$ cat config.mk
export PLATFORM = sky130hd
export DESIGN_NAME = exec_flags_top
export DESIGN_NICKNAME = d
export VERILOG_FILES = /design/src/common/exec_flags_pkg.sv /design/src/verilog/exec_flags_top.sv /design/src/verilog/wb_stage.sv /design/src/eflags/eflags_reg.sv /design/src/verilog/flag_alu.sv
export SDC_FILE = /design/constraint.sdc
export NUM_CORES = 1
export LEC_CHECK = 0
export ABC_CLOCK_PERIOD_IN_PS = 5900
export BUFFER_PORTS_ARGS = -buffer_cell sky130_fd_sc_hd__buf_4
export CORE_UTILIZATION = 28
export CTS_BUF_LIST = sky130_fd_sc_hd__clkbuf_8
export DETAILED_ROUTE_END_ITERATION = 12
export SYNTH_ARGS = -nofsm -noshare
export SYNTH_HDL_FRONTEND = slang
export SYNTH_SLANG_ARGS = --single-unit
$ cat constraint.sdc
create_clock -name clk -period 5.9 [get_ports clk]
set_input_delay 1.18 -clock clk [delete_from_list [all_inputs] [get_ports clk]]
set_output_delay 1.18 -clock clk [all_outputs]
set_load 0.1 [all_outputs]
$ cat src/common/exec_flags_pkg.sv
/*
 * Shared types for the flags path: flag word union, ALU opcodes,
 * micro-op and writeback structs, flag positions and update masks.
 */
`default_nettype none

package exec_flags_pkg;

    localparam int flag_word_w = 18;
    localparam int data_w      = 32;

    // Architectural EFLAGS positions.
    localparam int cf_bit = 0;
    localparam int pf_bit = 2;
    localparam int af_bit = 4;
    localparam int zf_bit = 6;
    localparam int sf_bit = 7;
    localparam int df_bit = 10;
    localparam int of_bit = 11;

    localparam logic [flag_word_w-1:0] cf_m = flag_word_w'(1) << cf_bit;
    localparam logic [flag_word_w-1:0] pf_m = flag_word_w'(1) << pf_bit;
    localparam logic [flag_word_w-1:0] af_m = flag_word_w'(1) << af_bit;
    localparam logic [flag_word_w-1:0] zf_m = flag_word_w'(1) << zf_bit;
    localparam logic [flag_word_w-1:0] sf_m = flag_word_w'(1) << sf_bit;
    localparam logic [flag_word_w-1:0] df_m = flag_word_w'(1) << df_bit;
    localparam logic [flag_word_w-1:0] of_m = flag_word_w'(1) << of_bit;

    // Flags touched by each class of operation.
    localparam logic [flag_word_w-1:0] arith_mask  = cf_m | pf_m | af_m | zf_m | sf_m | of_m;
    localparam logic [flag_word_w-1:0] logic_mask  = cf_m | pf_m | zf_m | sf_m | of_m;
    localparam logic [flag_word_w-1:0] incdec_mask = arith_mask & ~cf_m;   // CF survives.
    localparam logic [flag_word_w-1:0] dir_mask    = df_m;

    // Bits that may ever be set; everything else reads as zero.
    localparam logic [flag_word_w-1:0] flag_valid_mask = arith_mask | df_m;

    // Field view, MSB first.
    typedef struct packed {
        logic [5:0] rsvd_17_12;
        logic       of;
        logic       df;
        logic [1:0] rsvd_9_8;
        logic       sf;
        logic       zf;
        logic       rsvd_5;
        logic       af;
        logic       rsvd_3;
        logic       pf;
        logic       rsvd_1;
        logic       cf;
    } eflags_fields_t;

    typedef union packed {
        logic [flag_word_w-1:0] raw;     // Popf load and reset.
        eflags_fields_t         f;       // ALU and condition view.
    } eflags_u;

    typedef enum logic [3:0] {
        op_add  = 4'd0,
        op_sub  = 4'd1,
        op_cmp  = 4'd2,
        op_and  = 4'd3,
        op_or   = 4'd4,
        op_xor  = 4'd5,
        op_inc  = 4'd6,
        op_dec  = 4'd7,
        op_cld  = 4'd8,
        op_std  = 4'd9,
        op_popf = 4'd10
    } alu_op_e;

    typedef struct packed {
        logic              valid;
        alu_op_e           op;
        logic [data_w-1:0] a;
        logic [data_w-1:0] b;
    } uop_t;

    typedef struct packed {
        logic              valid;
        logic              we;       // Result goes to the register file.
        logic [data_w-1:0] result;
        eflags_u           flags;
    } wb_t;

endpackage

`default_nettype wire
$ cat src/verilog/exec_flags_top.sv
/*
 * Flags path top: ALU, EFLAGS register pair and writeback stage.
 */
`timescale 1ns/100ps
`default_nettype none

module exec_flags_top
    import exec_flags_pkg::*;
(
    input  logic    clk,
    input  logic    rst,
    input  uop_t    uop,
    input  logic    resteer,
    output wb_t     wb,
    output eflags_u spec_flags,
    output eflags_u commit_flags
);

    logic [data_w-1:0]      alu_result;
    logic                   alu_we;
    eflags_u                alu_flags;
    logic [flag_word_w-1:0] alu_mask;

    // Execute reads the speculative flags.
    flag_alu alu_i (
        .uop       (uop),
        .cur_flags (spec_flags),
        .result    (alu_result),
        .we        (alu_we),
        .new_flags (alu_flags),
        .flag_mask (alu_mask)
    );

    eflags_reg eflags_i (
        .clk          (clk),
        .rst          (rst),
        .issue        (uop.valid),
        .new_flags    (alu_flags),
        .flag_mask    (alu_mask),
        .resteer      (resteer),
        .wb           (wb),
        .spec_flags   (spec_flags),
        .commit_flags (commit_flags)
    );

    // Resteer kills the uop issuing in the same cycle.
    wb_stage wb_i (
        .clk       (clk),
        .rst       (rst),
        .kill      (resteer),
        .uop_valid (uop.valid),
        .result    (alu_result),
        .we        (alu_we),
        .flags     (alu_flags),
        .wb        (wb)
    );

endmodule

`default_nettype wire

$ cat src/verilog/wb_stage.sv
/*
 * Writeback pipeline register for result and produced flags.
 */
`timescale 1ns/100ps
`default_nettype none

module wb_stage
    import exec_flags_pkg::*;
(
    input  logic              clk,
    input  logic              rst,
    input  logic              kill,
    input  logic              uop_valid,
    input  logic [data_w-1:0] result,
    input  logic              we,
    input  eflags_u           flags,
    output wb_t               wb
);

    logic live;

    assign live = uop_valid & ~kill;   // Resteer drops the issuing uop.

    always_ff @(posedge clk) begin
        if (rst) begin
            wb.valid <= 1'b0;
            wb.we    <= 1'b0;
        end else begin
            wb.valid <= live;
            wb.we    <= live & we;
        end
        wb.result <= result;
        wb.flags  <= flags;
    end

    // No register write may escape without a valid entry.
    we_needs_valid_a: assert property (
        @(posedge clk) disable iff (rst)
        wb.we |-> wb.valid
    ) else $error("wb_stage: we high without valid");

endmodule

`default_nettype wire

$ cat src/eflags/eflags_reg.sv
/*
 * EFLAGS register pair with the speculative copy updated at execute,
 * the committed copy updated at writeback and resteer restore.
 */
`timescale 1ns/100ps
`default_nettype none

module eflags_reg
    import exec_flags_pkg::*;
(
    input  logic                   clk,
    input  logic                   rst,
    input  logic                   issue,
    input  eflags_u                new_flags,
    input  logic [flag_word_w-1:0] flag_mask,
    input  logic                   resteer,
    input  wb_t                    wb,
    output eflags_u                spec_flags,
    output eflags_u                commit_flags
);

    eflags_u commit_next;
    eflags_u spec_merge;

    // Committed value after this cycle's writeback.
    always_comb begin
        if (wb.valid) begin
            commit_next = wb.flags;
        end else begin
            commit_next = commit_flags;
        end
    end

    assign spec_merge.raw = (spec_flags.raw & ~flag_mask) | (new_flags.raw & flag_mask);

    always_ff @(posedge clk) begin
        if (rst) begin
            commit_flags <= '0;
        end else begin
            commit_flags <= commit_next;
        end
    end

    always_ff @(posedge clk) begin
        if (rst) begin
            spec_flags <= '0;
        end else if (resteer) begin
            spec_flags <= commit_next;        // Includes the commit in flight.
        end else if (issue) begin
            spec_flags <= spec_merge;
        end
    end

    // Recovery lines up with the committed copy one cycle later.
    resteer_sync_a: assert property (
        @(posedge clk) disable iff (rst)
        resteer |=> (spec_flags == commit_flags)
    ) else $error("eflags_reg: spec_flags %h differs from commit_flags %h after resteer",
                  spec_flags.raw, commit_flags.raw);

    // The ALU keeps flags outside the op's mask.
    mask_hold_a: assert property (
        @(posedge clk) disable iff (rst)
        issue |-> (((new_flags.raw ^ spec_flags.raw) & ~flag_mask) == '0)
    ) else $error("eflags_reg: unmasked flag changed in new_flags %h", new_flags.raw);

endmodule

`default_nettype wire

$ cat src/verilog/flag_alu.sv
/*
 * Execute-stage flag ALU: result, computed flag values, per-op flag mask
 * and the merge of the new flags over the current speculative word.
 */
`timescale 1ns/100ps
`default_nettype none

module flag_alu
    import exec_flags_pkg::*;
(
    input  uop_t                   uop,
    input  eflags_u                cur_flags,
    output logic [data_w-1:0]      result,
    output logic                   we,
    output eflags_u                new_flags,
    output logic [flag_word_w-1:0] flag_mask
);

    logic              is_sub;
    logic              is_inc_dec;
    logic              is_logic;
    logic [data_w-1:0] opnd_b;
    logic [data_w:0]   arith_ext;          // Carry or borrow on top.
    logic [data_w-1:0] arith_res;
    logic [data_w-1:0] logic_res;
    logic [data_w-1:0] alu_res;
    logic              carry;
    logic              overflow;
    logic              aux;
    eflags_u           calc_flags;

    assign is_inc_dec = (uop.op == op_inc) || (uop.op == op_dec);
    assign is_sub     = (uop.op == op_sub) || (uop.op == op_cmp) || (uop.op == op_dec);
    assign is_logic   = (uop.op == op_and) || (uop.op == op_or) || (uop.op == op_xor);

    // Inc and dec behave as add and sub of one.
    assign opnd_b = is_inc_dec ? data_w'(1) : uop.b;

    assign arith_ext = is_sub ? ({1'b0, uop.a} - {1'b0, opnd_b})
                              : ({1'b0, uop.a} + {1'b0, opnd_b});
    assign arith_res = arith_ext[data_w-1:0];
    assign carry     = arith_ext[data_w];

    // Signed overflow from the operand and result signs.
    always_comb begin
        if (is_sub) begin
            overflow = (uop.a[data_w-1] ^ opnd_b[data_w-1]) &
                       (arith_res[data_w-1] ^ uop.a[data_w-1]);
        end else begin
            overflow = ~(uop.a[data_w-1] ^ opnd_b[data_w-1]) &
                       (arith_res[data_w-1] ^ uop.a[data_w-1]);
        end
    end

    assign aux = uop.a[4] ^ opnd_b[4] ^ arith_res[4];   // Carry out of bit 3.

    always_comb begin
        case (uop.op)
            op_and:  logic_res = uop.a & uop.b;
            op_or:   logic_res = uop.a | uop.b;
            default: logic_res = uop.a ^ uop.b;
        endcase
    end

    assign alu_res = is_logic ? logic_res : arith_res;
    assign result  = alu_res;

    // Cmp and the flag-only ops leave the register file alone.
    always_comb begin
        case (uop.op)
            op_add, op_sub, op_and, op_or, op_xor, op_inc, op_dec: we = 1'b1;
            default:                                               we = 1'b0;
        endcase
    end

    always_comb begin
        calc_flags      = '0;
        calc_flags.f.zf = (alu_res == '0);
        calc_flags.f.sf = alu_res[data_w-1];
        calc_flags.f.pf = ~^alu_res[7:0];            // Even number of ones.
        calc_flags.f.cf = carry & ~is_logic;
        calc_flags.f.of = overflow & ~is_logic;
        calc_flags.f.af = aux;                       // Masked off for logic ops.
        calc_flags.f.df = (uop.op == op_std);
        if (uop.op == op_popf) begin
            calc_flags.raw = uop.b[flag_word_w-1:0] & flag_valid_mask;
        end
    end

    always_comb begin
        case (uop.op)
            op_add, op_sub, op_cmp: flag_mask = arith_mask;
            op_and, op_or, op_xor:  flag_mask = logic_mask;
            op_inc, op_dec:         flag_mask = incdec_mask;
            op_cld, op_std:         flag_mask = dir_mask;
            op_popf:                flag_mask = '1;
            default:                flag_mask = '0;
        endcase
    end

    // Untouched flags come from the current speculative word.
    assign new_flags.raw = (cur_flags.raw & ~flag_mask) | (calc_flags.raw & flag_mask);

    // Reserved bits depend on the EFLAGS register holding them at zero too.
    always_comb begin
        if (uop.valid) begin
            rsvd_zero_a: assert ((new_flags.raw & ~flag_valid_mask) == '0)
                else $error("flag_alu: reserved bits set in new_flags %h", new_flags.raw);
        end
    end

endmodule

`default_nettype wire

==> flow_metrics.tcl <==
set metrics [dict create \
    grt_first_pass_wirelength_mm 44.71 \
    start_util_pct 28.87 \
    hp-start "eflags_i.spec_flags[8]" \
    final_area_um2 10590 \
    synth_nets 1214 \
    ir_drop_uv 281.9 \
    leakagePower_uw 0.005121 \
    placed_area_um2 10350 \
    async_flop_share_pct 0 \
    grt_usage_pct 20.25 \
    clkPwrFrac_pct 14.2 \
    synth_top_area_share_pct 22.39 \
    endpoint_kind "flip-flop" \
    final_antenna_net_count 0 \
    wl_per_cell_um 17.75 \
    path_max_fanout 16 \
    yosysTopAreaCell "dfxtp_1" \
    hold_violations 0 \
    cts_made_buffers 9 \
    fin_hold_ws_ns 0.4858 \
    vias 8529 \
    syn-instance-count 1040 \
    root_buffer "clkbuf_8" \
    io_pins 160 \
    io_buffer_count 159 \
    clk_pin_slew_ns 0.10 \
    clk_latency_ns 0.37 \
    gp_congestion 0.9426 \
    cts_tree "done" \
    antenna_found_initial 0 \
    reg2reg_setup_slack_ns 4.57 \
    worstPathRequired_ns 6.22 \
    fp.dieH_um 169.6 \
    layout-drive-gt1-share_pct 25.77 \
    ctsHtreeMaxLevel 3 \
    swShare_pct 51.30 \
    p_total_uw 2876 \
    slew_violations 0 \
    synth_warnings 0 \
    routed_wl_mm 29.68 \
    min_period_ns 5.605 \
    grt_pass1_vias 7882 \
    diodes 0 \
    yosysSeqAreaShare_pct 22.39 \
    fin_crit_sh_pct 95.00 \
    p_int_uw 1401 \
    ys_types 70 \
    p_per_area_nw_per_um2 271.6 \
    nNetsFinal 1469 \
    areaGrowthSynthToFinish_pct 34.62 \
    die_width_um 169.6 \
    core_area_um2 27250 \
    seqPwrFrac_pct 24.6 \
    max_slew_margin_pct 36.49 \
    postLayoutCoreUtil_pct 38.87 \
    clk_path_buf_depth 2 \
    drt_iter0_markers 713 \
    dp_hpwl_mm 24.00 \
    status "complete, no violations" \
    synth.area.top_cells "dfxtp_1, ha_1, nor2_1, nand2_1, a21oi_1" \
    fin_skew_ns 0.01076 \
    cap_violations 0 \
    p_comb_share_pct 61.2 \
    p_switching_uw 1476 \
    fin_tns_setup_ns 0 \
    hold_class "flip-flop to flip-flop" \
    rr_worst_depth 5 \
    drc 0 \
    crit_type "input pin to flip-flop" \
    r2r_start "wb_i.wb[51]" \
    postSynthAreaPerCell_um2 7.565 \
    arrival_ns 5.92 \
    setup_viol 0 \
    holdPathStages 1 \
    syn_area_um2 7868 \
    hold_end "wb_i.wb[8]" \
    grt_max_degree 45 \
    fp-row-count 60 \
    grt_overflow 0 \
    startpoint_type "input pin" \
    max_freq_mhz 178.4 \
    r2r-end "eflags_i.spec_flags[17]" \
    dieArea_um2 28770 \
    cts_sinks 88 \
    viasPerCell 5.101 \
    synth_ff_type "dfxtp_1" \
    ys_ff_latch 88 \
    synth_edf_count 0 \
    worst_pin_slew_ns 0.9521 \
    dr.pass1.iters 5 \
]
-- per-stage QoR --
stage	setup slack [ns]	instances
after floorplan	0.05273	1040
after CTS	0.01439	1671
after detailed placement	-0.4951	1655
final	0.2952	1672
after global routing	-0.02632	1672
after global placement	-0.4922	1655
-- registers in the layout, indices dropped and copies added (netlist names) --
register and flops:
eflags_i.spec_flags 18, wb_i.wb 52, eflags_i.commit_flags 18
-- how the worst max path moves through the flow --
stage,startpoint,endpoint,depth (start not counted)
5_1_grt,uop[66],eflags_i.spec_flags[6],29
3_3_place_gp,uop[11],eflags_i.spec_flags[6],29
2_1_floorplan,uop[67],eflags_i.spec_flags[6],26
4_1_cts,uop[11],eflags_i.spec_flags[6],29
6_report,uop[66],eflags_i.spec_flags[6],25
3_5_place_dp,uop[11],eflags_i.spec_flags[6],29
-- placed cells by master (no fill, tap or decap), types with 4 or more instances in the layout --
cell type,n
a22oi_1,5
nand3_1,24
nor3_1,14
dfxtp_1,88
a22o_1,9
nand2b_1,11
clkbuf_8,10
inv_1,89
a31o_1,6
a31oi_1,12
o211ai_1,9
a211oi_1,18
nand2_1,103
a21oi_1,71
nor4_1,4
a221oi_1,14
o21ai_1,13
o31ai_1,8
mux2i_1,34
a221o_1,8
buf_4,296
nand4_1,17
o21a_1,11
xnor2_1,23
o21ai_0,50
or3_1,11
nor2_1,114
nor2b_1,17
o21bai_1,4
xor2_1,12
a21o_1,15
ha_1,101
-- cells by family (layout without fill, tap and decap cells) --
logic type	Yosys count	after routing	synth area share, %
AO/OA/AOI/OAI	299	299	25.72
XOR/XNOR	36	36	4.182
adder cells (fa/ha/maj)	102	102	16.32
buffers and inverters	140	400	6.997
flip-flops	88	88	22.39
multiplexers	35	35	4.469
AND/OR/NAND/NOR	340	340	19.93
-- worst max-delay path, stage by stage --
cell and delay (ns):
buf_4 0.09, buf_4 0.20, nand2_1 0.09, nor2_1 0.23, nor2_1 0.10, nand2_1 0.14, nor2_1 0.07, buf_4 0.15
a21oi_1 0.12, buf_4 0.15, a21o_1 0.12, nor2_1 0.08, a311oi_1 0.35, ha_1 0.32, nand2_1 0.10, o21ai_1 0.09
a2111oi_1 0.43, nor3_1 0.12, or4_1 0.50, a31o_1 0.27, a2111oi_1 0.32, nand4b_1 0.20, buf_4 0.18, o31ai_2 0.18
a22o_1 0.14
-- cell usage after synthesis, types with 9 or more instances --
| cell | n |
|---|---|
| nand4_1 | 17 |
| o21ai_0 | 54 |
| nand2_1 | 105 |
| a22o_1 | 9 |
| o21ai_1 | 10 |
| dfxtp_1 | 88 |
| nor3_1 | 14 |
| inv_1 | 87 |
| nand3_1 | 24 |
| a31oi_1 | 12 |
| nor2b_1 | 17 |
| xnor2_1 | 23 |
| nor2_1 | 115 |
| clkbuf_1 | 38 |
| ha_1 | 101 |
| or3_1 | 11 |
| o21a_1 | 11 |
| xor2_1 | 12 |
| mux2i_1 | 34 |
| o211ai_1 | 9 |
| a21oi_1 | 72 |
| nand2b_1 | 11 |
| a221oi_1 | 14 |
| a211oi_1 | 19 |
| a21o_1 | 15 |
-- power groups by stage --
stage / logic, uW / clock network (uW) / registers [uW]
6_report: 1760 / 409 / 707
3_5_place_dp: 1740 / 0 / 719
5_1_grt: 1870 / 443 / 715
4_1_cts: 1750 / 425 / 708
3_3_place_gp: 1740 / 0 / 719
2_1_floorplan: 584 / 0 / 1320
-- final cells by class --
| type | instances | area, um2 |
|---|---|---|
| Tap cell | 372 | 465.4 |
| Sequential cell | 88 | 1762 |
| Fill cell | 2857 | 16660 |
| Clock buffer | 10 | 137.6 |
| Inverter | 87 | 326.6 |
| Timing Repair Buffer | 297 | 2242 |
| Multi-Input combinational cell | 812 | 5620 |
| Clock inverter | 6 | 37.54 |
-- what timing repair did --
action / in CTS / in global routing
endpoints found under the setup margin: 2 / 2
pin swaps: 0 / 1
buffers inserted: 0 / 1
hold buffers: 0 / 0
gates resized for setup: 2 / 16
-- per-layer routing --
metal | part of all wire [%] | GRT usage (%) | vias up
li1 | - | - | 4226
met1 | 46 | 27.51 | 3986
met2 | 45 | 33.09 | 292
met3 | 7.0 | 3.755 | 25
met4 | 1.4 | 4.230 | 0
met5 | 0 | 0 | -
(Power assumes the default switching activity.)
